### src/rtl/mastermind_pkg.sv
`default_nettype none

package mastermind_pkg;

	// Board geometry
	localparam int PINS        = 4;
	localparam int PIN_COLORS  = 6;
	localparam int MAX_GUESSES = 10;

	localparam int PIN_W    = 3;
	localparam int POS_W    = 2;
	localparam int ROW_W    = 4;
	localparam int CURSOR_W = $clog2(PINS + 2); // Exit, guess and one slot per tile

	// Board RAM layout
	localparam int ADDR_W     = 6;
	localparam int DATA_W     = 8;
	localparam int HINTS_BASE = 40; // Yellow at +2r, green at +2r+1

	// Buttons
	localparam int NUM_BTNS     = 5;
	localparam int BTN_LEFT     = 0;
	localparam int BTN_RIGHT    = 1;
	localparam int BTN_UP       = 2;
	localparam int BTN_DOWN     = 3;
	localparam int BTN_ENTER    = 4;
	localparam int DEBOUNCE_LEN = 16;
	localparam int DEB_CNT_W    = $clog2(DEBOUNCE_LEN);

	// Secret draw
	localparam int RNG_W                  = 32;
	localparam int RNG_MOD_W              = 8; // Low byte feeds the modulo
	localparam logic [RNG_W-1:0] RNG_SEED = 32'h0000_0001;
	localparam logic [RNG_W-1:0] RNG_POLY = 32'h8020_0003;

	// Scoring sequence: pins, all pairs, then two count writes
	localparam int SCORE_STEPS = PINS + PINS * PINS + 2;
	localparam int SEQ_W       = $clog2(SCORE_STEPS);

	typedef logic [PINS-1:0][PIN_W-1:0] guess_t;

	typedef enum logic [1:0] {
		MENU     = 2'd0,
		GENERATE = 2'd1,
		GAME     = 2'd2
	} game_state_t;

endpackage

`default_nettype wire

### src/rtl/board_ram.sv
`timescale 1ns/1ps
`default_nettype none

module board_ram import mastermind_pkg::*; (
	input  logic              CLK_PLL,
	input  logic              we,
	input  logic [ADDR_W-1:0] waddr,
	input  logic [DATA_W-1:0] wdata,
	input  logic [ADDR_W-1:0] rd_addr,
	output logic [DATA_W-1:0] rd_data
);

	// Pins in 0..39, hint pairs from HINTS_BASE up
	logic [DATA_W-1:0] mem [0:(1 << ADDR_W) - 1] = '{default: '0};

	always_ff @(posedge CLK_PLL) begin
		if (we) begin
			mem[waddr] <= wdata;
		end
		rd_data <= mem[rd_addr]; // Data one cycle after the address
	end

endmodule

`default_nettype wire

### config.mk
export PLATFORM = sky130hd
export DESIGN_NAME = board_ram
export DESIGN_NICKNAME = d
export VERILOG_FILES = /design/src/rtl/mastermind_pkg.sv /design/src/rtl/board_ram.sv
export SDC_FILE = /design/constraint.sdc
export NUM_CORES = 1
export LEC_CHECK = 0
export ABC_AREA = 0
export BUFFER_PORTS_ARGS = -buffer_cell sky130_fd_sc_hd__buf_2
export CAP_MARGIN = 40
export CORE_UTILIZATION = 45
export DETAILED_ROUTE_END_ITERATION = 6
export PLACE_DENSITY_LB_ADDON = 0.1
export SYNTH_ARGS = -nofsm -noshare
export SYNTH_HDL_FRONTEND = slang
export SYNTH_SLANG_ARGS = --single-unit
### constraint.sdc
create_clock -name CLK_PLL -period 2.66 [get_ports CLK_PLL]
set_input_delay 0.399 -clock CLK_PLL [delete_from_list [all_inputs] [get_ports CLK_PLL]]
set_output_delay 0.399 -clock CLK_PLL [all_outputs]
set_load 0.1 [all_outputs]
## Yosys cells after proc, flatten, opt, wreduce, memory -nomap -nowiden

Memories as Yosys holds them, arrays and structs flattened. A register that Yosys moved wholly into a read port is not among the register bits.
Cells that the tools add are included.

- Add/subtract/negate cells: 0
- Multipliers: 0
- Divide/modulo/power cells: 0
- Order comparisons: 0
- Eq/ne operators: 0
- Shift operators: 0
- Mux-type cells: 2
- Bitwise logic cells: 0
- Reductions and logical operators: 0

Operator list:

| kind | count |
|---|---|
| $mux W1 | 2 |

- Flip-flop bits (word level): 0
- Latch bits: 0
- Bits in writable memories: 512
- Bits in read-only memories: 0
- Input port bits: 22
- Output and inout bits: 8
- Memories: 1

Memories:

| name | depth | bits a word | rd ports | clocked after memory_dff | wr ports | RTL line | source |
|---|---|---|---|---|---|---|---|
| mem | 64 | 8 | 1 | 1 | 1 | board_ram.sv:14 | `logic [DATA_W-1:0] mem [0:(1 << ADDR_W) - 1] = '{default: '0};` |

## Longest topological paths before layout

- Depth after elaboration: 2
- Mapped depth: 9
- Gate-level depth less buffers: 5

## Worst setup path before layout

OpenSTA, ideal clock, no wires.

- Path kind: input to register
- From: in rd_addr[1]
- To: reg rd_data[3], read port of mem
- Arrival time: 1.939 ns
- Required time: 2.532 ns
- Path slack: 0.593 ns
- Cell stages on the path: 7
- Cell sequence: buf_4 buf_2 buf_2 mux4_2 mux4_2 o21ai_1 o41ai_1

RTL lines:

| item | RTL line | source |
|---|---|---|
| start: declaration | board_ram.sv:9 | `input logic [ADDR_W-1:0] rd_addr,` |
| end: declaration | board_ram.sv:10 | `output logic [DATA_W-1:0] rd_data` |

==> results.md <==
- Status: finished clean
- Top-area cell type share of the netlist area: 76.2%
- Syn Inst Count: 940
- Cts bufs inserted: 54
- Post-route cell area: 0.0236 sq mm
- Hold Slack: 0.236 ns
- Layout cells sized above 1: 32.6%
- Max incr delay on CP: 0.78 ns
- Worst slew margin: 39.8%
- Crit path depth: 6
- Max clock buf depth: 3
- Distinct cell type count after synthesis: 40
- Synthesized area per cell: 21.5 sq um
- Buf+Inv Stages, Crit Path: 2
- CTS clk-pin slew, worst paths: 0.06 ns
- Primary FF master, synth: edfxtp_1
- Detailed placement HPWL: 30500 um
- Post-CTS Setup Inserts: 0
- Reg2Reg Depth: 4
- Final Hold Fails: 0
- Multi-input logic area: 0.00432 sq mm
- Post-synth ARST share: 0%
- Dpl cell area: 0.0219 sq mm
- Port Buf Inserts: 29
- Largest net degree at the start of global routing: 65
- Post-route antenna net violation count: 0
- Routability Congestion: 0.809
- Pleak: 7.66 nW
- DRC: 0
- Fmax: 434 MHz
- Drt first-iter violations: 840
- Boundary pin count: 30
- Die area: 0.0457 sq mm
- Crit-path cells: buf_4, buf_12, mux4_2, mux2_2, a221oi_1, o2bb2ai_1
- Syn Nets: 962
- Clock Skew: 0.0127 ns
- CTS Sinks: 520
- Die height: 214 um
- Worst skew pair latency: 0.59 ns
- Crit path required time: 3.11 ns
- Period utilization: 86.6%
- Vias in the first global route: 10200
- Pwr Density: 739 mW/mm^2
- Fill cells: 3466
- DR WL/cell: 27.3 um
- CTS resizes: 0
- Worst min-delay path class: input port to flop
- Top-count cell post-synth: edfxtp_1
- First-pass GRT wire length: 69400 um
- Hold Buf Count CTS: 0
- Warnings from Yosys: 0
- Post-Route WL: 47500 um
- CTS root buf: clkbuf_16
- Chip width: 214 um
- CP Max Fanout: 18
- Starting Density: 45.6%
- Row cnt: 77
- Synth area leaders: edfxtp_1 (76%), mux4_2 (14%), nor2_1 (1.5%), mux2i_1 (1.1%), dfxtp_1 (0.79%)
- Synth Cell Area: 0.0202 sq mm
- Post-synthesis sequential area ratio: 77.0%
- Final min period: 2.30 ns
- Drt pass-1 iters: 5
- Number of vias in the routed layout: 9772
- Critical path class: input port to flop
- Yosys top cell by area: edfxtp_1
- CP Capture Type: flop
- Worst hold stages: 1
- EDFF count, synth: 512
- Slew at the pin closest to its max-slew limit: 0.903 ns
- Core Area: 0.0442 sq mm
- Avg Vias per Cell: 5.61
- Delay-heaviest family, CP: compound AO/OA/AOI/OAI gates
- Critical path startpoint category: input port
- Nets: 1127
- H-tree depth: 2
- Initial antenna violation count: 4
- Gr usage total: 21.7%
- Synth top cells by count: edfxtp_1 (512), mux4_2 (126), nor2_1 (83), mux2i_1 (23), nand2_1 (19)
- MaxCap Viol Count: 0
- Peak supply drop: 0.507 mV
- Final setup violation count: 0
- Critical Path AT: 2.75 ns
- Flops & latches, synth: 520
- Register Area: 0.0155 sq mm
- Slowest CP cell: a221oi_1
- RSZ-0062 raised after global routing: no
- Slew Limit Fails: 0
- Layout area overhead: 17.2%
- CTS tree: yes
- Grt ovf: 0
## layout by cell type (no fill, tap or decap), types with 11 or more instances in the layout
master / instances
buf_12: 14
buf_2: 26
buf_4: 119
clkbuf_1: 11
clkbuf_16: 57
clkinv_1: 15
clkinv_2: 11
edfxtp_1: 512
mux2_2: 13
mux2i_1: 23
mux4_2: 126
nand2_1: 19
nand3_1: 13
nor2_1: 83
nor2b_1: 14
## report_power, final
| group | switching (mW) | internal [mW] | total (mW) |
|---|---|---|---|
| sequential | 0.0337 | 9.07 | 9.10 |
| combinational | 0.654 | 0.378 | 1.03 |
| clock | 3.05 | 4.27 | 7.32 |
| total | 3.74 | 13.7 | 17.5 |
## state kept, by name (all words and copies together), names as in the netlist
| name | cells |
|---|---|
| rd_data | 8 |
| mem | 512 |
## layout make-up
type / instances / share of cell area, %
Antenna cell: 1 / 0.0106
Clock inverter: 32 / 1.06
Tap cell: 592 / 3.13
Multi-Input combinational cell: 369 / 18.3
Clock buffer: 68 / 6.21
Sequential cell: 520 / 65.7
Timing Repair Buffer: 160 / 5.58
## routing by layer
metal	global-route usage, %	part of all wire (%)	vias to the layer above
met5	0	0.086	-
met4	6.28	2.4	6
met3	4.63	5.5	78
met2	33.9	47	227
met1	30.9	45	5193
li1	-	-	4268
## stage by stage
| step | setup TNS [ns] | util, % | setup slack (ns) | cells | power, mW |
|---|---|---|---|---|---|
| 2_1_floorplan | 0 | - | 0.593 | 940 | 9.86 |
| 3_3_place_gp | -0.620 | 49.5 | -0.258 | 1641 | 10.3 |
| 3_5_place_dp | -0.684 | 49.5 | -0.266 | 1641 | 10.3 |
| 4_1_cts | 0 | 53.4 | 0.374 | 1741 | 17.6 |
| 5_1_grt | 0 | 53.4 | 0.228 | 1741 | 18.0 |
| 6_report | 0 | 53.4 | 0.357 | 1742 | 17.5 |
## worst paths after layout
| kind | start | to | slack (ns) |
|---|---|---|---|
| setup / recovery | rd_addr[1] | rd_data[1]$_DFF_P_ | 0.36 |
| hold / removal | wdata[2] | mem[17][2]$_DFFE_PP_ | 0.24 |
| setup reg to reg | mem[47][0]$_DFFE_PP_ | rd_data[0]$_DFF_P_ | 0.47 |
| hold reg to reg | mem[30][4]$_DFFE_PP_ | rd_data[4]$_DFF_P_ | 0.87 |
## cell families after synthesis
| group | Yosys count | synth area share, % |
|---|---|---|
| compound gates | 54 | 2.07 |
| flops | 520 | 77.0 |
| mux | 162 | 15.9 |
| simple gates | 153 | 3.39 |
| buf+inv | 51 | 1.57 |
No activity file was read; power rests on OpenSTA's default activity.
