===== config.mk =====
export PLATFORM = sky130hd
export DESIGN_NAME = secret_generator
export DESIGN_NICKNAME = d
export VERILOG_FILES = /design/src/rtl/mastermind_pkg.sv /design/src/rtl/secret_generator.sv
export SDC_FILE = /design/constraint.sdc
export NUM_CORES = 1
export LEC_CHECK = 0
export BUFFER_PORTS_ARGS = -buffer_cell sky130_fd_sc_hd__buf_2
export CAP_MARGIN = 20
export CORE_MARGIN = 1.5
export CORE_UTILIZATION = 59
export CTS_CLUSTER_DIAMETER = 200
export CTS_CLUSTER_SIZE = 10
export DETAILED_ROUTE_END_ITERATION = 16
export PLACE_DENSITY_LB_ADDON = 0.3
export SLEW_MARGIN = 20
export SYNTH_ARGS = -nofsm -noshare
export SYNTH_HDL_FRONTEND = slang
export SYNTH_SLANG_ARGS = --single-unit
export TNS_END_PERCENT = 50

===== constraint.sdc =====
create_clock -name CLK_PLL -period 1.8 [get_ports CLK_PLL]
set_input_delay 0.18 -clock CLK_PLL [delete_from_list [all_inputs] [get_ports CLK_PLL]]
set_output_delay 0.18 -clock CLK_PLL [all_outputs]
set_load 0.05 [all_outputs]

===== src/rtl/mastermind_pkg.sv =====
`default_nettype none

package mastermind_pkg;

	// Board geometry
	localparam int PINS        = 4;
	localparam int PIN_COLORS  = 6;
	localparam int MAX_GUESSES = 10;

	localparam int PIN_W    = 3;
	localparam int POS_W    = 2;
	localparam int ROW_W    = 4;
	localparam int CURSOR_W = $clog2(PINS + 2); // Exit, guess and one slot per tile

	// Board RAM layout
	localparam int ADDR_W     = 6;
	localparam int DATA_W     = 8;
	localparam int HINTS_BASE = 40; // Yellow at +2r, green at +2r+1

	// Buttons
	localparam int NUM_BTNS     = 5;
	localparam int BTN_LEFT     = 0;
	localparam int BTN_RIGHT    = 1;
	localparam int BTN_UP       = 2;
	localparam int BTN_DOWN     = 3;
	localparam int BTN_ENTER    = 4;
	localparam int DEBOUNCE_LEN = 16;
	localparam int DEB_CNT_W    = $clog2(DEBOUNCE_LEN);

	// Secret draw
	localparam int RNG_W                  = 32;
	localparam int RNG_MOD_W              = 8; // Low byte feeds the modulo
	localparam logic [RNG_W-1:0] RNG_SEED = 32'h0000_0001;
	localparam logic [RNG_W-1:0] RNG_POLY = 32'h8020_0003;

	// Scoring sequence: pins, all pairs, then two count writes
	localparam int SCORE_STEPS = PINS + PINS * PINS + 2;
	localparam int SEQ_W       = $clog2(SCORE_STEPS);

	typedef logic [PINS-1:0][PIN_W-1:0] guess_t;

	typedef enum logic [1:0] {
		MENU     = 2'd0,
		GENERATE = 2'd1,
		GAME     = 2'd2
	} game_state_t;

endpackage

`default_nettype wire


===== src/rtl/secret_generator.sv =====
`timescale 1ns/1ps
`default_nettype none

module secret_generator import mastermind_pkg::*; (
	input  logic             CLK_PLL,
	input  logic             reset,
	input  logic             draw,
	output logic [PIN_W-1:0] color
);

	logic [RNG_W-1:0] lfsr;
	logic [RNG_W-1:0] lfsr_next;

	// Galois step: shift right, fold polynomial in on a dropped one
	assign lfsr_next = (lfsr >> 1) ^ (lfsr[0] ? RNG_POLY : '0);

	// Colour of the state this draw moves to
	assign color = PIN_W'(lfsr_next[RNG_MOD_W-1:0] % RNG_MOD_W'(PIN_COLORS));

	always_ff @(posedge CLK_PLL) begin
		if (reset) begin
			lfsr <= RNG_SEED;
		end else if (draw) begin
			lfsr <= lfsr_next; // Only advances on a draw
		end
	end

endmodule

`default_nettype wire


-- After elaboration in Yosys (flattened, before gate mapping)
Cells that the tools add are included.
- register bits: 32
- input bits: 3
- output and inout bits: 3
- logic and storage cells: 4
- div/mod/pow operators: 1
- multiplexer cells: 1
- bitwise gates (word level): 1
- operators by type and width (cell ; number):
    $mux W32 ; 1
    $xor A31 B32 Y32 ; 1
    $mod A8 B3 Y8 const B ; 1

-- Logic depth before layout (Yosys ltp)
- depth in word-level cells: 3
- depth in mapped cells: 6
- mapped depth without buffers: 5

-- Worst setup path after synthesis
OpenSTA, ideal clock, no wires.
- path type: flip-flop to output port
- start point: register lfsr[6]
- end point: output port color[1]
- arrival time: 1.763 ns
- required time: 1.620 ns
- slack: -0.143 ns
- cell stages (with the launch flop): 7
- buffers on the path: 1
- cell sequence: dfxtp_1 buf_2 nor3b_1 a22oi_1 o211ai_1 a211o_1 nand4_1
- longest elaborated chain between the ends: 2
- ends and longest elaborated chain (element ; RTL line ; RTL):
    start: declaration ; secret_generator.sv:11 ; logic [RNG_W-1:0] lfsr;
    start signal: assignment ; secret_generator.sv:24 ; lfsr <= lfsr_next;
    $xor A31 B32 Y32 ; secret_generator.sv:15 ; assign lfsr_next = (lfsr >> 1) ^ (lfsr[0] ? RNG_POLY : '0);
    $mod A8 B3 Y8 ; secret_generator.sv:18 ; assign color = PIN_W'(lfsr_next[RNG_MOD_W-1:0] % RNG_MOD_W'(PIN_COLORS));
    end: declaration ; secret_generator.sv:8 ; output logic [PIN_W-1:0] color
Every way passes these cells.

-- Worst setup path after layout
- start point: register lfsr[7]
- end point: output port color[1]
The elaborated chain is that of the path after synthesis.

==> flow_metrics.py <==
metrics = {
    "setup_path": {
        "crit_path_top_delay_cell": "dfxtp_4",
        "crit_cells": 6,
        "reg2reg_slack_ns": 0.87,
        "path_max_fanout": 6,
        "cpPeakStageDelay_ns": 0.39,
        "worstPathRequired_ns": 1.62,
        "cp_top_family": "compound AO/OA/AOI/OAI gates",
        "reg2regPathDepth": 3,
        "path_cells": "xnor2_2, a22oi_1, o211ai_1, a211o_1, nand4_1, buf_6",
        "crit_path_end": "color[1]",
        "critPathKind": "reg -> out",
        "crit_buf_inv": 1,
        "rr_endpoint": "lfsr[21]",
        "start_kind": "register",
        "cp.arrival_ns": 1.90,
        "crit_path_end_kind": "output port",
        "worstReg2RegStart": "lfsr[0]",
        "startpoint": "lfsr[7]",
    },
    "cells_and_area": {
        "largest_reg_flops": 32,
        "final_cell_mix": "32 x nor2_1, 29 x mux2i_1, 28 x dfxtp_1",
        "regMostFlops": "lfsr",
        "nets": 156,
        "synthToLayoutAreaGrowth_pct": 17.41,
        "drive_above_1_share_pct": 22.73,
        "top_regs": "lfsr (32)",
        "antenna_cells": 0,
        "mostFrequentLayoutCell": "nor2_1",
    },
    "place": {
        "routabilityCongestion": 0.7068,
        "numPortBuffers": 5,
        "dp_hpwl_um": 1463,
    },
    "min_path": {
        "min-delay-path-class": "in -> reg",
    },
    "route": {
        "wl_per_cell_um": 11.89,
        "first_pass_iters": 4,
        "vias_per_cell": 5.390,
        "drt_iter0_drc": 9,
        "drcViolationCount": 0,
        "ant_nets": 0,
        "routed-via-count": 981,
        "routed_wl_um": 2164,
    },
    "power_and_ir_drop": {
        "power_density_nw_per_um2": 752.6,
        "peakVddDrop_mv": 0.5586,
        "p_total_uw": 1232,
        "leakage_uw": 0.0007298,
    },
    "yosys": {
        "synth_cells": 144,
        "ys_async_sr_fraction_pct": 0,
        "synth-seq-cells": 32,
        "synth.top_cell.area_share_pct": 45.96,
        "syn_nets": 147,
        "yosysSeqAreaShare_pct": 45.96,
        "ys_types": 34,
        "yosys.area.top_type": "dfxtp_1",
        "synth_area_leaders": "dfxtp_1 46%, mux2i_1 21%, nor2_1 8.6%",
        "avgSynthCellArea_um2": 9.679,
        "synth-edff-count": 0,
        "ys.flop_type": "dfxtp_1",
        "yosys_warnings": 0,
        "syn_area_um2": 1394,
    },
    "global_route": {
        "antenna_found_initial": 0,
        "grt_pass1_vias": 925,
        "grt_pass1_wl_um": 3850,
        "track_usage_pct": 19.53,
        "globalRouteOverflowTotal": 0,
        "grt_max_degree": 36,
    },
    "floorplan": {
        "die_area_um2": 2663,
        "std_cell_rows": 17,
        "core_region_area_um2": 2212,
        "ios": 6,
        "die_h_um": 51.61,
        "start_util_pct": 63.01,
        "die_x_um": 51.61,
    },
    "clock_tree": {
        "numCtsBuffers": 5,
        "cts_tree": "done",
        "clk_pin_slew_ns": 0.10,
        "clockBufferDepth": 2,
        "clock_latency_ns": 0.33,
        "post_cts_buffers": 0,
        "cts-root-buf": "clkbuf_4",
        "cts.htree.levels": 2,
        "cts.sinks": 32,
    },
    "sta": {
        "setup_violations": 2,
        "min_period_ns": 2.078,
        "fin_crit_sh_pct": 115.4,
        "final.setup.tns_ns": -0.5405,
        "fin_worst_skew_ns": 0.01648,
        "worstMarginPinSlew_ns": 0.5048,
        "fmax_mhz": 481.2,
        "slew_headroom_pct": 66.34,
        "hold_viol": 0,
        "drv_slew": 0,
        "setup_ws_ns": -0.2780,
        "rsz0062_at_grt": "true",
    },
    "flow_run": {
        "drv_cap": 0,
    },
    "run_status": {
        "violations": "setup timing",
        "status": "finished, violations left",
    },
}
==> report_power, final <==
part	switching [uW]	internal, uW	leakage, uW
combinational	59.2	38.7	0.000430
clock	226	186	0.0000380
sequential	7.33	715	0.000262
==> cells in the mapped netlist, drive strengths merged (3+ instances only) <==
cell type	count
dfxtp	32
nor2	32
nand2	3
mux2i	29
clkbuf	5
buf	6
xnor2	4
nand3	3
==> per-stage QoR <==
stage / utilization (%) / instances / hold slack [ns] / instance area, um2 / setup WS, ns
6_report: 73.98 / 182 / 0.2976 / 1637 / -0.2780
3_3_place_gp: 67.76 / 174 / 0.4720 / 1499 / -0.01219
5_1_grt: 73.98 / 182 / 0.3299 / 1637 / -0.3520
4_1_cts: 73.98 / 182 / 0.2902 / 1637 / -0.2594
2_1_floorplan: - / 144 / 0.2528 / 1421 / -0.0003825
3_5_place_dp: 67.76 / 174 / 0.4836 / 1499 / -0.07992
==> layout make-up <==
type / count / area (um2)
Clock buffer: 6 / 51.30
Clock inverter: 2 / 10.01
Inverter: 1 / 3.754
Multi-Input combinational cell: 100 / 769.5
Tap cell: 28 / 35.03
Sequential cell: 32 / 653.1
Timing Repair Buffer: 13 / 113.9
Fill cell: 168 / 575.6
==> cell families (layout without fill, tap and decap cells) <==
kind of cell / Yosys count / in the layout / synth area share, %
flip-flops: 32 / 32 / 45.96
buffers and inverters: 12 / 22 / 3.860
AND/OR/NAND/NOR: 50 / 50 / 16.97
XOR/XNOR: 6 / 6 / 3.770
AO/OA/AOI/OAI: 15 / 15 / 8.618
multiplexers: 29 / 29 / 20.83
==> worst min-delay path by stage <==
stage	start	cells past startpoint	end	slack, ns
2_1_floorplan	reset	1	lfsr[1]	0.25
3_3_place_gp	lfsr[31]	2	lfsr[31]	0.47
3_5_place_dp	lfsr[31]	2	lfsr[30]	0.48
4_1_cts	reset	2	lfsr[19]	0.29
5_1_grt	reset	2	lfsr[19]	0.33
6_report	reset	2	lfsr[19]	0.30
==> routing by layer <==
layer	part of all wire, %	GRT usage [%]
met5	0	0
met4	1.9	11.84
met3	2.2	6.034
met2	48	30.56
met1	48	23.43
==> repair_timing <==
action	in CTS	in global routing
hold buffers	0	0
resized for setup	17	0
pin swaps	6	0
endpoints found under the setup margin	2	2
Power figures use the tool's default switching activity.
