`config.mk`:
```
export PLATFORM = sky130hd
export DESIGN_NAME = button_conditioner_flat
export DESIGN_NICKNAME = d
export VERILOG_FILES = /design/src/rtl/mastermind_pkg.sv /design/src/rtl/game_ifs.sv /design/src/rtl/button_conditioner.sv /design/src/flat_wrapper.sv
export SDC_FILE = /design/constraint.sdc
export NUM_CORES = 1
export LEC_CHECK = 0
export ABC_AREA = 0
export BUFFER_PORTS_ARGS = -buffer_cell sky130_fd_sc_hd__buf_4
export CAP_MARGIN = 10
export CORE_AREA = 2 2 66 68
export CTS_BUF_LIST = sky130_fd_sc_hd__clkbuf_2 sky130_fd_sc_hd__clkbuf_4 sky130_fd_sc_hd__clkbuf_8
export CTS_CLUSTER_DIAMETER = 100
export DETAILED_ROUTE_END_ITERATION = 16
export DIE_AREA = 0 0 68 70
export PLACE_DENSITY = 0.63
export RECOVER_POWER = 100
export SLEW_MARGIN = 15
export SYNTH_ARGS = -nofsm -noshare
export SYNTH_HDL_FRONTEND = slang
export SYNTH_SLANG_ARGS = --single-unit
```
`constraint.sdc`:
```
create_clock -name CLK_PLL -period 2.9 [get_ports CLK_PLL]
set_input_delay 0.29 -clock CLK_PLL [delete_from_list [all_inputs] [get_ports CLK_PLL]]
set_output_delay 0.29 -clock CLK_PLL [all_outputs]
set_load 0.03 [all_outputs]
```
`src/rtl/mastermind_pkg.sv`:
```
`default_nettype none

package mastermind_pkg;

	// Board geometry
	localparam int PINS        = 4;
	localparam int PIN_COLORS  = 6;
	localparam int MAX_GUESSES = 10;

	localparam int PIN_W    = 3;
	localparam int POS_W    = 2;
	localparam int ROW_W    = 4;
	localparam int CURSOR_W = $clog2(PINS + 2); // Exit, guess and one slot per tile

	// Board RAM layout
	localparam int ADDR_W     = 6;
	localparam int DATA_W     = 8;
	localparam int HINTS_BASE = 40; // Yellow at +2r, green at +2r+1

	// Buttons
	localparam int NUM_BTNS     = 5;
	localparam int BTN_LEFT     = 0;
	localparam int BTN_RIGHT    = 1;
	localparam int BTN_UP       = 2;
	localparam int BTN_DOWN     = 3;
	localparam int BTN_ENTER    = 4;
	localparam int DEBOUNCE_LEN = 16;
	localparam int DEB_CNT_W    = $clog2(DEBOUNCE_LEN);

	// Secret draw
	localparam int RNG_W                  = 32;
	localparam int RNG_MOD_W              = 8; // Low byte feeds the modulo
	localparam logic [RNG_W-1:0] RNG_SEED = 32'h0000_0001;
	localparam logic [RNG_W-1:0] RNG_POLY = 32'h8020_0003;

	// Scoring sequence: pins, all pairs, then two count writes
	localparam int SCORE_STEPS = PINS + PINS * PINS + 2;
	localparam int SEQ_W       = $clog2(SCORE_STEPS);

	typedef logic [PINS-1:0][PIN_W-1:0] guess_t;

	typedef enum logic [1:0] {
		MENU     = 2'd0,
		GENERATE = 2'd1,
		GAME     = 2'd2
	} game_state_t;

endpackage

`default_nettype wire

```
`src/rtl/game_ifs.sv`:
```
`timescale 1ns/1ps
`default_nettype none

// One-cycle press pulses, already debounced
interface press_events_if;
	logic left;
	logic right;
	logic up;
	logic down;
	logic enter;

	modport source (
		output left,
		output right,
		output up,
		output down,
		output enter
	);

	modport sink (
		input left,
		input right,
		input up,
		input down,
		input enter
	);
endinterface


`default_nettype wire

```
`src/rtl/button_conditioner.sv`:
```
`timescale 1ns/1ps
`default_nettype none

module button_conditioner import mastermind_pkg::*; (
	input  logic                CLK_PLL,
	input  logic                reset,
	input  logic [NUM_BTNS-1:0] raw_n,  // Active low
	press_events_if.source      ev
);

	logic [NUM_BTNS-1:0]                pressed_raw;
	logic [NUM_BTNS-1:0]                sample;   // Last raw level seen
	logic [NUM_BTNS-1:0][DEB_CNT_W-1:0] stable_cnt;
	logic [NUM_BTNS-1:0]                level;    // Debounced, 1 = pressed
	logic [NUM_BTNS-1:0]                level_d;
	logic [NUM_BTNS-1:0]                pulse;

	assign pressed_raw = ~raw_n;

	always_ff @(posedge CLK_PLL) begin
		if (reset) begin
			sample     <= '0;
			stable_cnt <= '0;
			level      <= '0;
			level_d    <= '0;
			pulse      <= '0;
		end else begin
			for (int i = 0; i < NUM_BTNS; i++) begin
				if (pressed_raw[i] != sample[i]) begin
					// Any change restarts the stability window
					sample[i]     <= pressed_raw[i];
					stable_cnt[i] <= '0;
				end else if (stable_cnt[i] == DEB_CNT_W'(DEBOUNCE_LEN - 1)) begin
					level[i] <= sample[i];
				end else begin
					stable_cnt[i] <= stable_cnt[i] + 1'b1;
				end
			end
			level_d <= level;
			pulse   <= level & ~level_d; // Rising edge of pressed level
		end
	end

	assign ev.left  = pulse[BTN_LEFT];
	assign ev.right = pulse[BTN_RIGHT];
	assign ev.up    = pulse[BTN_UP];
	assign ev.down  = pulse[BTN_DOWN];
	assign ev.enter = pulse[BTN_ENTER];

endmodule

`default_nettype wire

```
`src/flat_wrapper.sv`:
```
// flat-port wrapper written by rule: the top's interface ports become plain ports
module button_conditioner_flat import mastermind_pkg::*;
  (CLK_PLL, reset, raw_n, ev_left, ev_right, ev_up, ev_down, ev_enter);
  press_events_if ev_i ();
  input  logic CLK_PLL;
  input  logic reset;
  input  logic [NUM_BTNS-1:0] raw_n;
  output wire logic [$bits(ev_i.left)-1:0] ev_left;
  output wire logic [$bits(ev_i.right)-1:0] ev_right;
  output wire logic [$bits(ev_i.up)-1:0] ev_up;
  output wire logic [$bits(ev_i.down)-1:0] ev_down;
  output wire logic [$bits(ev_i.enter)-1:0] ev_enter;
  assign ev_left = ev_i.left;
  assign ev_right = ev_i.right;
  assign ev_up = ev_i.up;
  assign ev_down = ev_i.down;
  assign ev_enter = ev_i.enter;
  button_conditioner u_core (.CLK_PLL(CLK_PLL), .reset(reset), .raw_n(raw_n), .ev(ev_i));
endmodule
```
**Word level (Yosys, flattened, before mapping)**

Index checks and enable logic that the tools add are counted.

- Logic and storage cells: 50
- Register bits after elaboration: 40

- Bitwise operators: 8
- Add/sub/neg operators: 5
- Reduce and logical (&&, ||, !) cells: 10
- Eq/ne operators: 10

Operator list:

| operator | number |
|---|---|
| $add 4x1->4 const B | 5 |
| $eq 4x4->1 const B | 5 |
| $not 5->5 | 2 |
| $reduce_and 2->1 | 5 |
| $reduce_or 2->1 | 5 |
| $and 5x5->5 | 1 |
| $ne 1x1->1 | 5 |
| $not 1->1 | 5 |

**Longest topological paths before layout**

- Depth in word-level cells: 4
- Depth in mapped cells: 4
- Mapped depth without buffers: 4

**Least setup slack after synthesis**

OpenSTA, ideal clock, no wires.

- Path type: register -> register
- Start: register u_core.stable_cnt[12] (netlist bit)
- End: register u_core.level[3]
- Stages on the path, launching flop included: 5
- Clock period less this slack: 1266 ps
- Setup slack: 1634 ps
- Data arrival time: 1192 ps
- Library setup time: 74 ps
- Path through: dfxtp_1 ha_1 nand3_2 or3b_1 a31oi_1

- Longest elaborated chain between the ends: 2

RTL lines:

| item | line | text |
|---|---|---|
| start: declaration | button_conditioner.sv:13 | `logic [NUM_BTNS-1:0][DEB_CNT_W-1:0] stable_cnt;` |
| start signal: indexed assignment | button_conditioner.sv:36 | `stable_cnt[i] <= stable_cnt[i] + 1'b1;` |
| $eq 4x4->1 | button_conditioner.sv:33 | `end else if (stable_cnt[i] == DEB_CNT_W'(DEBOUNCE_LEN - 1)) begin` |
| $reduce_and 2->1 (no source line) | n/a |  |
| end signal: indexed assignment | button_conditioner.sv:34 | `level[i] <= sample[i];` |
| end: declaration | button_conditioner.sv:14 | `logic [NUM_BTNS-1:0] level;` |

No other way between the ends.
A chain may end at the register's enable or synchronous reset.

**Worst setup path after layout**

- Start: register u_core.stable_cnt[16] (netlist bit)
- End: register u_core.level[4]

Same word-level chain as after synthesis.

==> run metrics <==
final hold vios=0; family with the most delay on the worst path=simple AND/OR/NAND/NOR gates; DP Worst Slack=1.47 ns; Slew HR=0.431; Yosys cell types=19; Placer Congestion=0.722; Antenna Nets Post-Route=0; Startpoint Class=flop; WS Path Type=reg -> reg; Crit-path slowest cell=or3b_1; Comb power frac=0.048; global-route wire length before repair=4.60 mm; RSZ-0062 raised after global routing=no; dpl hpwl=1.96 mm; pins over their slew limit=0; CP cell instances=ha_1 -> nand3_1 -> or3b_1 -> a31oi_1; antenna cell count=0; share of cells above drive strength 1=0.0747; Clk pwr share=0.416; CTS Sinks=40; Initial DRT Pass Iterations=4; HP Start=raw_n[0]; Reg2Reg Depth=4; largest net degree at the start of global routing=21; synthesized instance count=157; vias per cell=4.97; Worst setup EP type=flop; max-capacitance violation count=0; hold path depth=2; maximum vdd drop=0.000173 V; Psw=0.226 mW; port bufs=11; R2R setup slack=1.39 ns; Data arrival, critical path=1.71 ns; area delta synth->final=13.2%; total core area=4140 sq um; Congestion Overflow GR=0; Routed WL per cell=11.5 microns; Post-CTS Setup Bufs=0; worst-margin pin slew=0.853 ns; CTS tree=done; Crit Path Max Fanout=4; switch share=0.210; Seq pwr share=0.536; later-pin clock latency in the skew report=0.29 ns; DR DRC count=0; crit-path max cell delay=0.41 ns; Total Wirelength=2.61 mm; #FFs+latches synth=40; Leak=0.690 nW; vias in the first global route=1106; fill count=411; Final Cycle Share=0.521; Num CTS Buffers=5; CP Buf/Inv Count=0; required time worst endpoint=3.10 ns; fmax=0.662 GHz; Clk Tree Root Cell=clkbuf_8; RR Endpoint=u_core.level[4]; Power Dens Cells=616 nW/um^2; Endpoint, Worst Hold=u_core.sample[0]; hold crit path type=in -> reg; die area=4760 sq um; Setup WS post-layout=1.39 ns; post-route minimum period=1.51 ns; outcome=finished, final reports clean; CTS H-tree depth=2; io pins=12; Max clock buf depth=2; initial core utilization=0.373; register area share after synthesis=0.518; initial antenna violation count=0; die boundary height=70 microns; Syn Nets=169; initial drt markers=32; worst r2r src=u_core.stable_cnt[16]; setup TNS=0 ns; synthesized cell area=1550 sq um; CTS Hold Bufs=0; Reg clk slew, reported paths=0.07 ns; final setup violation count=0; synth warn=0; Nets=185; post_cts resized=0; GRT Util Overall=0.127; Setup Skew=0.00252 ns; Die W=68 microns; Int Pwr=0.852 mW; vias=1124; Rows=24; Avg Inst Size Synth=9.85 sq um
==> registers in the layout, indices dropped and copies added (netlist names) <==
signal	count
u_core.pulse	5
u_core.sample	5
u_core.stable_cnt	20
u_core.level	5
u_core.level_d	5
==> per-layer routing <==
layer	share of wire	wire, microns	GRT usage	vias to the layer above
met5	0	0	0	-
met4	0.019	50	0.0556	0
met3	0.039	102	0.0483	7
met2	0.53	1380	0.225	15
met1	0.41	1080	0.127	531
li1	-	-	-	571
==> Yosys cell counts <==
cell | count | share of area
a31oi_1 | 10 | 0.040
xor2_1 | 5 | 0.028
nand3b_1 | 5 | 0.024
ha_1 | 5 | 0.040
or3b_1 | 5 | 0.028
nor2_1 | 20 | 0.049
dfxtp_1 | 40 | 0.52
nor2b_1 | 10 | 0.040
xnor2_1 | 5 | 0.028
mux2i_1 | 5 | 0.032
nand2b_1 | 5 | 0.020
o21ai_0 | 10 | 0.032
nand3_2 | 5 | 0.032
inv_1 | 5 | 0.012
nand3_1 | 5 | 0.016
clkbuf_1 | 2 | 0.0049
nor3_1 | 5 | 0.016
nor3b_1 | 5 | 0.024
nand2_1 | 5 | 0.012
==> layout by cell type, fill, tap and decap left out, types with 5 or more instances in the layout <==
| master | instances |
|---|---|
| dfxtp_1 | 40 |
| nor2_1 | 20 |
| o21ai_0 | 10 |
| nand3_1 | 10 |
| a31oi_1 | 10 |
| nor2b_1 | 10 |
| clkbuf_1 | 6 |
| inv_1 | 5 |
| nand2_1 | 5 |
| or3b_1 | 5 |
| xor2_1 | 5 |
| nand2b_1 | 5 |
| nor3b_1 | 5 |
| nor3_1 | 5 |
| mux2i_1 | 5 |
| xnor2_1 | 5 |
| nand3b_1 | 5 |
| ha_1 | 5 |
| clkbuf_8 | 5 |
| buf_4 | 5 |
==> per-stage QoR <==
stage	total power [mW]	hold slack, ns	cells	cell area [sq um]	util
after CTS	1.09	0.173	226	1800	0.434
after global routing	1.12	0.173	226	1750	0.422
after detailed placement	0.644	0.376	218	1690	0.407
after global placement	0.637	0.372	218	1690	0.407
after floorplan	0.623	0.362	157	1550	-
final	1.08	0.177	226	1750	0.422
==> logic make-up (layout without fill, tap and decap cells) <==
| kind of cell | after synthesis | count (layout) | synth area share |
|---|---|---|---|
| buffers and inverters | 7 | 24 | 0.0170 |
| AO/OA/AOI/OAI | 20 | 20 | 0.0728 |
| adder cells (fa/ha/maj) | 5 | 5 | 0.0405 |
| XOR/XNOR | 10 | 10 | 0.0566 |
| multiplexers | 5 | 5 | 0.0324 |
| AND/OR/NAND/NOR | 70 | 70 | 0.263 |
| flip-flops | 40 | 40 | 0.518 |
==> power groups by stage <==
stage	clock network, mW	logic [mW]	registers [mW]
2_1_floorplan	0	0.0361	0.587
3_3_place_gp	0	0.0490	0.588
3_5_place_dp	0	0.0532	0.590
4_1_cts	0.459	0.0535	0.578
5_1_grt	0.484	0.0589	0.580
6_report	0.448	0.0518	0.578
==> worst max path at each step <==
stage                                from  slack [ns]  depth (start not counted)               to
global placement     u_core.stable_cnt[4]        1.59                          4  u_core.level[1]
floorplan           u_core.stable_cnt[12]        1.63                          4  u_core.level[3]
detailed placement  u_core.stable_cnt[16]        1.47                          4  u_core.level[4]
global route        u_core.stable_cnt[17]        1.27                          4  u_core.level[4]
CTS                 u_core.stable_cnt[16]        1.45                          4  u_core.level[4]
finish              u_core.stable_cnt[16]        1.39                          4  u_core.level[4]
==> final cells by class <==
type                    instances  area [sq um]  share of cell area
repair buffers                 11          60.1              0.0343
well taps                      52          65.1              0.0372
multi-input cells             110           694               0.397
clock buffers                   6          76.3              0.0436
inverters                       5          18.8              0.0107
flip-flops and latches         40           801               0.457
clock inverters                 2          35.0              0.0200
Note: power is estimated with default switching activity, not from simulation.
